===== config.mk =====
export PLATFORM = sky130hd
export DESIGN_NAME = ahb_decoder
export DESIGN_NICKNAME = d
export VERILOG_FILES = /design/src/soc_pkg.sv /design/src/ahb_decoder.sv
export SDC_FILE = /design/constraint.sdc
export NUM_CORES = 1
export LEC_CHECK = 0
export ABC_CLOCK_PERIOD_IN_PS = 4800
export BUFFER_PORTS_ARGS = -buffer_cell sky130_fd_sc_hd__buf_4
export CAP_MARGIN = 20
export CORE_AREA = 2 2 65 67
export DETAILED_ROUTE_END_ITERATION = 8
export DIE_AREA = 0 0 67 69
export PLACE_DENSITY = 0.71
export REMOVE_ABC_BUFFERS = 1
export SLEW_MARGIN = 20
export SYNTH_ARGS = -nofsm -noshare
export SYNTH_HDL_FRONTEND = slang
export SYNTH_SLANG_ARGS = --single-unit

===== constraint.sdc =====
create_clock -name clk -period 4.8 [get_ports clk]
set_clock_uncertainty 0.05 [all_clocks]
set_input_delay 1.44 -clock clk [delete_from_list [all_inputs] [get_ports clk]]
set_output_delay 1.44 -clock clk [all_outputs]
set_load 0.05 [all_outputs]

===== src/soc_pkg.sv =====
/* SoC bus definitions */

package soc_pkg;

  // ------------------------------------------------------------
  // Bus widths
  // ------------------------------------------------------------
  localparam int ADDR_W = 32;
  localparam int DATA_W = 32;

  // AHB-Lite transfer types and sizes
  typedef enum logic [1:0] {
    IDLE   = 2'b00,
    BUSY   = 2'b01,
    NONSEQ = 2'b10,
    SEQ    = 2'b11
  } htrans_e;

  typedef enum logic [2:0] {
    BYTE = 3'b000,
    HALF = 3'b001,
    WORD = 3'b010
  } hsize_e;

  // ------------------------------------------------------------
  // Address map, 4 KB regions matched on bits 31..12
  // ------------------------------------------------------------
  typedef enum logic [1:0] {SLV_RAM, SLV_LED, SLV_UART, SLV_NONE} slave_e;

  localparam logic [ADDR_W-1:0] RAM_BASE  = 32'h2000_0000;
  localparam logic [ADDR_W-1:0] LED_BASE  = 32'h4000_0000;
  localparam logic [ADDR_W-1:0] UART_BASE = 32'h4000_1000;

  // UART register offsets
  localparam logic [11:0] UART_DATA_OFS = 12'h000;
  localparam logic [11:0] UART_STAT_OFS = 12'h004;

endpackage


===== src/ahb_decoder.sv =====
/* AHB-Lite address decoder and read mux */

module ahb_decoder import soc_pkg::*; (
  input  logic              clk,
  input  logic              RSTn,
  input  logic [ADDR_W-1:0] haddr,
  input  logic [1:0]        htrans,
  output logic              ram_sel,
  output logic              led_sel,
  output logic              uart_sel,
  input  logic [DATA_W-1:0] ram_rdata,
  input  logic [DATA_W-1:0] led_rdata,
  input  logic [DATA_W-1:0] uart_rdata,
  output logic [DATA_W-1:0] hrdata
);

  slave_e addr_slv;
  slave_e data_slv;
  logic   valid;

  assign valid = (htrans == NONSEQ) || (htrans == SEQ);

  // Region match on the upper address bits
  always_comb begin
    if (haddr[ADDR_W-1:12] == RAM_BASE[ADDR_W-1:12]) addr_slv = SLV_RAM;
    else if (haddr[ADDR_W-1:12] == LED_BASE[ADDR_W-1:12]) addr_slv = SLV_LED;
    else if (haddr[ADDR_W-1:12] == UART_BASE[ADDR_W-1:12]) addr_slv = SLV_UART;
    else addr_slv = SLV_NONE;
  end

  assign ram_sel  = (addr_slv == SLV_RAM);
  assign led_sel  = (addr_slv == SLV_LED);
  assign uart_sel = (addr_slv == SLV_UART);

  // Slave owning the data phase
  always_ff @(posedge clk or negedge RSTn) begin
    if (!RSTn) data_slv <= SLV_NONE;
    else data_slv <= valid ? addr_slv : SLV_NONE;
  end

  always_comb begin
    case (data_slv)
      SLV_RAM:  hrdata = ram_rdata;
      SLV_LED:  hrdata = led_rdata;
      SLV_UART: hrdata = uart_rdata;
      default:  hrdata = '0;
    endcase
  end

endmodule


==> metrics.csv, run 1 <==
stage,metric,value,unit
grt,global-route wire length before repair,6170,um
cts,clk slew on worst S/H paths,30,ps
pwr,Lkg Pwr,0.00123,uW
sta,final hold vios,0,
cts,Post CTS Setup Buffer Count,0,
logic_synthesis,Post-synth EDFFs,0,
sta,Fmax,249,MHz
final_layout,Final nets,412,
sta,Final setup viols,0,
sta,RSZ-0062 raised after global routing,false,
cts,post-cts gate resize count,0,
detailed_routing,drc violations,0,
final_layout,Seq. cell area,52.6,um^2
die,IO Pins,167,
final_layout,antenna cells,0,
worst_setup_path,cell with the largest stage delay on the worst path,nor4_1,
grt,vias in the first global route,1481,
final_layout,biggest regs,data_slv x2,
logic_synthesis,post-synthesis register bit count,2,
die,# rows,23,
cts,CTS Buf Count,3,
die,Die ar.,4620,um^2
logic_synthesis,"Warnings, synthesis",0,
die,placeable core area,3910,um^2
cts,clock sinks,2,
worst_setup_path,"Critical Path, Cell by Cell",buf_4 > nor4_1 > nand2_1 > nor4_1 > buf_4,
sta,pin slew with the least headroom to its limit,658,ps
detailed_routing,1st-pass router iterations,4,
sta,WHS,1120,ps
logic_synthesis,main area contributors after synthesis,"mux2i_1, nand2_1, o21ai_1",
sta,Slew Limit Fails,0,
worst_setup_path,worst path arrival time,2530,ps
logic_synthesis,Syn Std Cell Area,845,um^2
logic_synthesis,top-count cell post-synth,nand2_1,
outcome,status,completed,
placed_design,PortBufs,153,
min_path,Worst Hold Class,primary input to asynchronous set/reset pin,
placed_design,dpl hpwl,3470,um
cts,# hold bufs at CTS,0,
logic_synthesis,Synth async-reset ratio,100,%
pwr,total power,170,uW
grt,initial antenna violation count,0,
detailed_routing,Vias per Instance,4.60,
sta,relative slew slack,55.9,%
detailed_routing,WL final,4220,um
logic_synthesis,Synth area leader,mux2i_1,
cts,CTS tree,yes,
final_layout,share of post-route cells with drive strength above 1,59.0,%
die,die height,69,um
sta,crit share post-route,83.8,%
final_layout,multi-input logic area,744,um^2
cts,CTS Buffer Depth,2,
cts,Root Driver,clkbuf_8,
final_layout,area delta synth->final,145,%
final_layout,max reg flops,2,
logic_synthesis,Cell variety after synth,18,
worst_setup_path,worst stage delay on the critical path,300,ps
logic_synthesis,"Seq/Total Area, Yosys",6.22,%
detailed_routing,antenna-violating nets left,0,
job,max cap viols,0,
logic_synthesis,top post-synthesis cells by count,"nand2_1, mux2i_1, o21ai_1",
final_layout,FILL cells,419,
grt,Total GRT Usage,16.4,%
final_layout,largest register by flop count,data_slv,
pwr,worst vdd ir,0.000117,V
worst_setup_path,Startpoint Class,primary input,
cts,H-tree level count,1,
pwr,PwrDens,82.0,nW/um^2
sta,minimum clock period,4020,ps
worst_setup_path,WS Path Type,primary input to primary output,
die,Die X,67,um
worst_setup_path,Crit Path Max Fanout,5,
grt,grt total ovfl,0,
worst_setup_path,critical path required time,3310,ps
logic_synthesis,post-synth top area share,37.9,%
logic_synthesis,Syn Area/Cell,6.50,um^2
worst_setup_path,crit end category,primary output,
placed_design,Final GP Congestion,0.735,
grt,largest net degree at the start of global routing,33,
detailed_routing,WL/cell,12.9,um
die,Initial Utilization,21.6,%
logic_synthesis,Syn Inst Count,130,
detailed_routing,Vias,1509,
detailed_routing,initial DRC count,78,
logic_synthesis,Most used DFF post-synth,dfstp_2,
[stage by stage]
step	cell area, um^2	setup TNS [ps]	worst slack (ps)	util, %	instances
after global placement	2030	0	800	51.9	325
after CTS	2070	0	761	52.9	328
final	2070	0	778	52.9	328
after global routing	2070	0	652	52.9	328
after detailed placement	2030	0	777	51.9	325
after floorplan	795	-70.7	-70.7	-	119
[worst max-delay path, delay by kind of cell]
kind | cells | cell delay (ps)
AND/OR/NAND/NOR | 3 | 740
buffers and inverters | 2 | 360
[power breakdown]
group | internal [uW] | leakage (uW) | switching (uW) | total, uW
Sequential | 17.1 | 0.0000210 | 0.0000171 | 17.1
Clock | 53.0 | 0.0000216 | 12.5 | 65.5
Combinational | 67.4 | 0.00119 | 19.9 | 87.3
Total | 137 | 0.00123 | 32.5 | 170
[cell type report]
type,instances,area share [%]
multi-input cells,117,35.9
flip-flops and latches,2,2.54
repair buffers,156,56.5
clock buffers,3,1.99
well taps,50,3.02
[cells in the final DEF (no fill, tap or decap), types with 3 or more instances in the layout]
| cell | Yosys | layout |
|---|---|---|
| buf_4 | 0 | 156 |
| clkbuf_8 | 0 | 3 |
| mux2i_1 | 32 | 32 |
| nand2_1 | 36 | 36 |
| nor3_1 | 3 | 3 |
| nor4_1 | 3 | 3 |
| o21ai_0 | 15 | 15 |
| o21ai_1 | 17 | 17 |
[logic make-up after synthesis]
| family | synth area share (%) |
|---|---|
| multiplexers | 37.9 |
| flip-flops | 6.22 |
| buffers and inverters | 5.92 |
| AO/OA/AOI/OAI | 20.3 |
| AND/OR/NAND/NOR | 28.6 |
| XOR/XNOR | 1.04 |
[worst max-delay path by stage]
stage                   start  endpoint  cells past startpoint
detailed placement  haddr[16]   led_sel                      5
global placement    haddr[16]  uart_sel                      5
floorplan           haddr[16]   led_sel                      3
CTS                 haddr[16]   led_sel                      5
global route        haddr[16]   led_sel                      5
finish              haddr[16]   led_sel                      5
[metal layers]
layer  track usage (%)  vias to the layer above  share of wire (%)
met2              32.8                       93                 53
met3              6.36                        4                 15
met5                 0                        -                  0
li1                  -                      757                  -
met1              14.4                      655                 31
met4              4.08                        0               0.71
(Power assumes the default switching activity.)
==> inputs of run 2 (changes only) <==
--- a/config.mk
+++ b/config.mk
@@ -5,13 +5,14 @@
 export SDC_FILE = /design/constraint.sdc
 export NUM_CORES = 1
 export LEC_CHECK = 0
-export ABC_CLOCK_PERIOD_IN_PS = 4800
+export ABC_CLOCK_PERIOD_IN_PS = 3300
 export BUFFER_PORTS_ARGS = -buffer_cell sky130_fd_sc_hd__buf_4
 export CAP_MARGIN = 20
-export CORE_AREA = 2 2 65 67
+export CORE_ASPECT_RATIO = 0.75
+export CORE_MARGIN = 2
+export CORE_UTILIZATION = 23
 export DETAILED_ROUTE_END_ITERATION = 8
-export DIE_AREA = 0 0 67 69
-export PLACE_DENSITY = 0.71
+export PLACE_DENSITY = 0.78
 export REMOVE_ABC_BUFFERS = 1
 export SLEW_MARGIN = 20
 export SYNTH_ARGS = -nofsm -noshare
==> constraint.sdc (replaced) <==
create_clock -name clk -period 3.3 [get_ports clk]
set_clock_uncertainty 0.05 [all_clocks]
set_input_delay 0.99 -clock clk [delete_from_list [all_inputs] [get_ports clk]]
set_output_delay 0.99 -clock clk [all_outputs]
set_load 0.05 [all_outputs]
==> metrics.csv, run 2 (synthesized netlist as in run 1, its figures left out) <==
stage,metric,value,unit,change
worst_setup_path,top cell family by delay on the critical path,simple AND/OR/NAND/NOR gates,,unchanged
grt,vias in the first global route,1407,,was 1481
cts,Root Driver,clkbuf_8,,unchanged
worst_setup_path,critical path required time,2260,ps,was 3310 ps
final_layout,area delta synth->final,146,%,was 145%
sta,Slew Limit Fails,0,,unchanged
worst_setup_path,cell with the largest stage delay on the worst path,nor4_1,,unchanged
pwr,PwrDens,119,nW/um^2,was 82.0 nW/um^2
grt,initial antenna violation count,0,,unchanged
grt,grt total ovfl,0,,unchanged
final_layout,antenna cells,0,,unchanged
final_layout,largest register by flop count,data_slv,,unchanged
cts,Post CTS Setup Buffer Count,0,,unchanged
min_path,Worst Hold Class,primary input to asynchronous set/reset pin,,unchanged
worst_setup_path,worst path arrival time,2100,ps,was 2530 ps
die,placeable core area,3590,um^2,was 3910 um^2
cts,post-cts gate resize count,0,,unchanged
pwr,worst vdd ir,0.000132,V,was 0.000117 V
pwr,Sw Pwr,46.7,uW,was 32.5 uW
cts,clk slew on worst S/H paths,30,ps,about the same
detailed_routing,antenna-violating nets left,0,,unchanged
pwr,sequential share of power,10.1,%,was 10.0%
detailed_routing,drc violations,0,,unchanged
outcome,status,completed,,unchanged
worst_setup_path,Crit Path Max Fanout,5,,unchanged
detailed_routing,Vias per Instance,4.50,,was 4.60
sta,Final WS setup,164,ps,was 778 ps
final_layout,most frequent cells in the layout,"buf_4, nand2_1, mux2i_1",,unchanged
sta,minimum clock period,3140,ps,
detailed_routing,1st-pass router iterations,4,,unchanged
cts,H-tree level count,1,,unchanged
grt,Total GRT Usage,16.9,%,was 16.4%
cts,clock sinks,2,,unchanged
worst_setup_path,"Critical Path, Cell by Cell",buf_4 > nor4_1 > nand2_1 > nor4_1 > buf_4,,unchanged
cts,CTS Buf Count,3,,unchanged
die,die height,56.5,um,was 69 um
pwr,Lkg Pwr,0.00123,uW,unchanged
sta,RSZ-0062 raised after global routing,false,,unchanged
sta,Final setup viols,0,,unchanged
cts,# hold bufs at CTS,0,,unchanged
final_layout,Final nets,412,,unchanged
sta,crit share post-route,95.0,%,
detailed_routing,WL final,3980,um,was 4220 um
detailed_routing,initial DRC count,27,,was 78
grt,largest net degree at the start of global routing,33,,unchanged
die,IO Pins,167,,unchanged
worst_setup_path,Startpoint Class,primary input,,unchanged
sta,relative slew slack,45.6,%,was 55.9%
die,Initial Utilization,23.5,%,was 21.6%
sta,Fmax,319,MHz,
die,Die ar.,4180,um^2,was 4620 um^2
worst_setup_path,worst stage delay on the critical path,310,ps,was 300 ps
placed_design,"worst slack, placed",172,ps,was 777 ps
placed_design,dpl hpwl,3230,um,was 3470 um
detailed_routing,Vias,1486,,was 1509
sta,WHS,669,ps,was 1120 ps
die,Die X,74.0,um,was 67 um
sta,setup TNS,0,ps,unchanged
pwr,switching share of total power,18.9,%,was 19.1%
sta,final hold vios,0,,unchanged
grt,global-route wire length before repair,5820,um,was 6170 um
cts,CTS tree,yes,,unchanged
pwr,clock share of power,38.3,%,was 38.5%
cts,CTS Buffer Depth,2,,unchanged
final_layout,biggest regs,data_slv x2,,unchanged
placed_design,Final GP Congestion,0.775,,was 0.735
final_layout,"most common cell after layout, fill and taps aside",buf_4,,unchanged
worst_setup_path,crit end category,primary output,,unchanged
worst_setup_path,CP Depth,5,,unchanged
placed_design,PortBufs,153,,unchanged
final_layout,max reg flops,2,,unchanged
die,# rows,19,,was 23
job,max cap viols,0,,unchanged
worst_setup_path,count of buffer and inverter cells on the critical path,2,,unchanged
pwr,Internal,200,uW,was 137 uW
final_layout,share of post-route cells with drive strength above 1,59.0,%,unchanged
pwr,combinational share of power,51.6,%,was 51.4%
sta,pin slew with the least headroom to its limit,813,ps,was 658 ps
worst_setup_path,WS Path Type,primary input to primary output,,unchanged
detailed_routing,WL/cell,12.0,um,was 12.9 um
## run 2: power groups by stage
stage / clock, uW / sequential [uW] / combinational, uW
CTS: 97.7 / 24.8 / 128
global placement: 0 / 25.0 / 125
global route: 99.7 / 24.8 / 137
floorplan: 0 / 25.0 / 17.4
detailed placement: 0 / 25.0 / 128
finish: 94.5 / 24.8 / 127
## run 2: metal layers
layer,vias up,part of all wire (%),global-route usage (%)
met5,-,0,0
met4,0,0.30,4.94
met3,2,9.5,3.05
li1,758,-,-
met2,70,51,33.0
met1,656,39,18.0
## run 2: area by class of cell
class / count / area [um^2]
Clock buffer: 3 / 41.3
Tap cell: 52 / 65.1
Timing Repair Buffer: 156 / 1170
Sequential cell: 2 / 52.6
Fill cell: 360 / 1520
Multi-Input combinational cell: 117 / 744
## run 2: final timing paths
| kind | start | end | slack [ps] |
|---|---|---|---|
| max | haddr[28] | led_sel | 160 |
| min | RSTn | data_slv[0] | 670 |
| max in group asynchronous | RSTn | data_slv[1] | 2510 |
| min in group clk | haddr[18] | data_slv[0] | 1030 |
## run 2: through the flow
| stage | utilization (%) | area, um^2 | std cells | total power (uW) |
|---|---|---|---|---|
| 2_1_floorplan | - | 795 | 119 | 42.4 |
| 3_3_place_gp | 56.6 | 2030 | 327 | 150 |
| 3_5_place_dp | 56.6 | 2030 | 327 | 153 |
| 4_1_cts | 57.8 | 2070 | 330 | 251 |
| 5_1_grt | 57.8 | 2070 | 330 | 262 |
| 6_report | 57.8 | 2070 | 330 | 246 |
==> inputs of run 3 (changes only) <==
--- a/config.mk
+++ b/config.mk
@@ -8,7 +8,6 @@
 export ABC_CLOCK_PERIOD_IN_PS = 3300
 export BUFFER_PORTS_ARGS = -buffer_cell sky130_fd_sc_hd__buf_4
 export CAP_MARGIN = 20
-export CORE_ASPECT_RATIO = 0.75
 export CORE_MARGIN = 2
 export CORE_UTILIZATION = 23
 export DETAILED_ROUTE_END_ITERATION = 8
==> metrics.csv, run 3 (synthesized netlist as in run 1, its figures left out) <==
stage,metric,value,unit,change
placed_design,PortBufs,153,,unchanged
sta,RSZ-0062 raised after global routing,false,,unchanged
final_layout,area delta synth->final,146,%,about the same
die,IO Pins,167,,unchanged
cts,CTS tree,yes,,unchanged
sta,Final setup viols,0,,unchanged
sta,Fmax,319,MHz,about the same
placed_design,dpl hpwl,3260,um,was 3230 um
worst_setup_path,crit end category,primary output,,unchanged
final_layout,Final nets,413,,was 412
final_layout,antenna cells,0,,unchanged
job,max cap viols,0,,unchanged
die,die height,64.6,um,was 56.5 um
outcome,status,completed,,unchanged
die,# rows,22,,was 19
detailed_routing,Vias per Instance,4.60,,was 4.50
detailed_routing,Vias,1503,,was 1486
sta,final hold vios,0,,unchanged
sta,pin slew with the least headroom to its limit,618,ps,was 813 ps
final_layout,fin cells,327,,was 330
detailed_routing,1st-pass router iterations,2,,was 4
sta,minimum clock period,3130,ps,was 3140 ps
worst_setup_path,worst path arrival time,2090,ps,was 2100 ps
detailed_routing,WL final,3970,um,was 3980 um
cts,# hold bufs at CTS,0,,unchanged
final_layout,"most common cell after layout, fill and taps aside",buf_4,,unchanged
pwr,Internal,200,uW,about the same
die,Die X,64.6,um,was 74.0 um
sta,WHS,663,ps,was 669 ps
sta,relative slew slack,58.6,%,was 45.6%
die,placeable core area,3610,um^2,was 3590 um^2
grt,Total GRT Usage,17.4,%,was 16.9%
min_path,Worst Hold Class,primary input to asynchronous set/reset pin,,unchanged
pwr,Sw Pwr,51.1,uW,was 46.7 uW
final_layout,biggest regs,data_slv x2,,unchanged
detailed_routing,initial DRC count,98,,was 27
pwr,sequential share of power,9.9,%,was 10.1%
sta,setup TNS,0,ps,unchanged
final_layout,share of post-route cells with drive strength above 1,59.1,%,was 59.0%
pwr,Lkg Pwr,0.00124,uW,was 0.00123 uW
detailed_routing,drc violations,0,,unchanged
grt,global-route wire length before repair,5840,um,was 5820 um
sta,Slew Limit Fails,0,,unchanged
worst_setup_path,WS Path Type,primary input to primary output,,unchanged
placed_design,Final GP Congestion,0.696,,was 0.775
pwr,total power,251,uW,was 246 uW
die,Die ar.,4170,um^2,was 4180 um^2
placed_design,Cells after DPL,324,,was 327
grt,grt total ovfl,0,,unchanged
pwr,clock share of power,39.8,%,was 38.3%
pwr,worst vdd ir,0.000146,V,was 0.000132 V
cts,post-cts gate resize count,0,,unchanged
pwr,PwrDens,121,nW/um^2,was 119 nW/um^2
placed_design,"worst slack, placed",156,ps,was 172 ps
grt,largest net degree at the start of global routing,33,,unchanged
final_layout,most frequent cells in the layout,"buf_4, nand2_1, mux2i_1",,unchanged
cts,clk slew on worst S/H paths,30,ps,about the same
detailed_routing,antenna-violating nets left,0,,unchanged
worst_setup_path,Startpoint Class,primary input,,unchanged
die,Initial Utilization,23.4,%,was 23.5%
cts,Root Driver,clkbuf_8,,unchanged
worst_setup_path,Crit Path Max Fanout,5,,unchanged
cts,CTS Buffer Depth,2,,unchanged
worst_setup_path,critical path required time,2260,ps,about the same
pwr,combinational share of power,50.3,%,was 51.6%
final_layout,largest register by flop count,data_slv,,unchanged
sta,Final WS setup,169,ps,was 164 ps
sta,crit share post-route,94.9,%,was 95.0%
cts,H-tree level count,1,,unchanged
grt,vias in the first global route,1369,,was 1407
final_layout,max reg flops,2,,unchanged
cts,clock sinks,2,,unchanged
grt,initial antenna violation count,0,,unchanged
cts,CTS Buf Count,3,,unchanged
detailed_routing,WL/cell,12.1,um,was 12.0 um
pwr,switching share of total power,20.3,%,was 18.9%
cts,Post CTS Setup Buffer Count,0,,unchanged
run 3: cell types whose count changed in the layout (fill, tap and decap cells not counted), sizes merged:
cell	before	now
buf	156	157
run 3: final timing paths:
| check | end | cells past startpoint | from |
|---|---|---|---|
| setup / recovery | led_sel | 5 | haddr[16] |
| hold / removal | data_slv[1] | 1 | RSTn |
| max in group asynchronous | data_slv[0] | 1 | RSTn |
| min in group clk | data_slv[0] | 4 | haddr[15] |
run 3: power by group through the flow:
stage          clock (uW)  sequential, uW  combinational (uW)
3_5_place_dp            0            25.0                 127
4_1_cts               103            24.8                 128
3_3_place_gp            0            25.0                 124
6_report              100            24.8                 126
2_1_floorplan           0            25.0                17.4
5_1_grt               106            24.8                 136
run 3: per-layer routing:
metal | vias to the layer above | track usage [%] | routed length, um
li1 | 763 | - | -
met1 | 660 | 16.8 | 1340
met2 | 78 | 35.5 | 2170
met3 | 2 | 4.51 | 430
met4 | 0 | 4.79 | 27
met5 | - | 0 | 0
run 3: area by class of cell:
class | count | area (um^2)
Timing Repair Buffer | 157 | 1180
Multi-Input combinational cell | 117 | 744
Clock buffer | 3 | 41.3
Tap cell | 48 | 60.1
Sequential cell | 2 | 52.6
Fill cell | 374 | 1530
run 3: through the flow:
step           instance area, um^2  utilization [%]
2_1_floorplan                  795                -
3_3_place_gp                  2040             56.5
3_5_place_dp                  2040             56.5
4_1_cts                       2080             57.6
5_1_grt                       2080             57.6
6_report                      2080             57.6
run 3: worst max-delay path, stage by stage:
cell	delay, ps
buf_4	110
nor4_1	290
nand2_1	160
nor4_1	300
buf_4	250
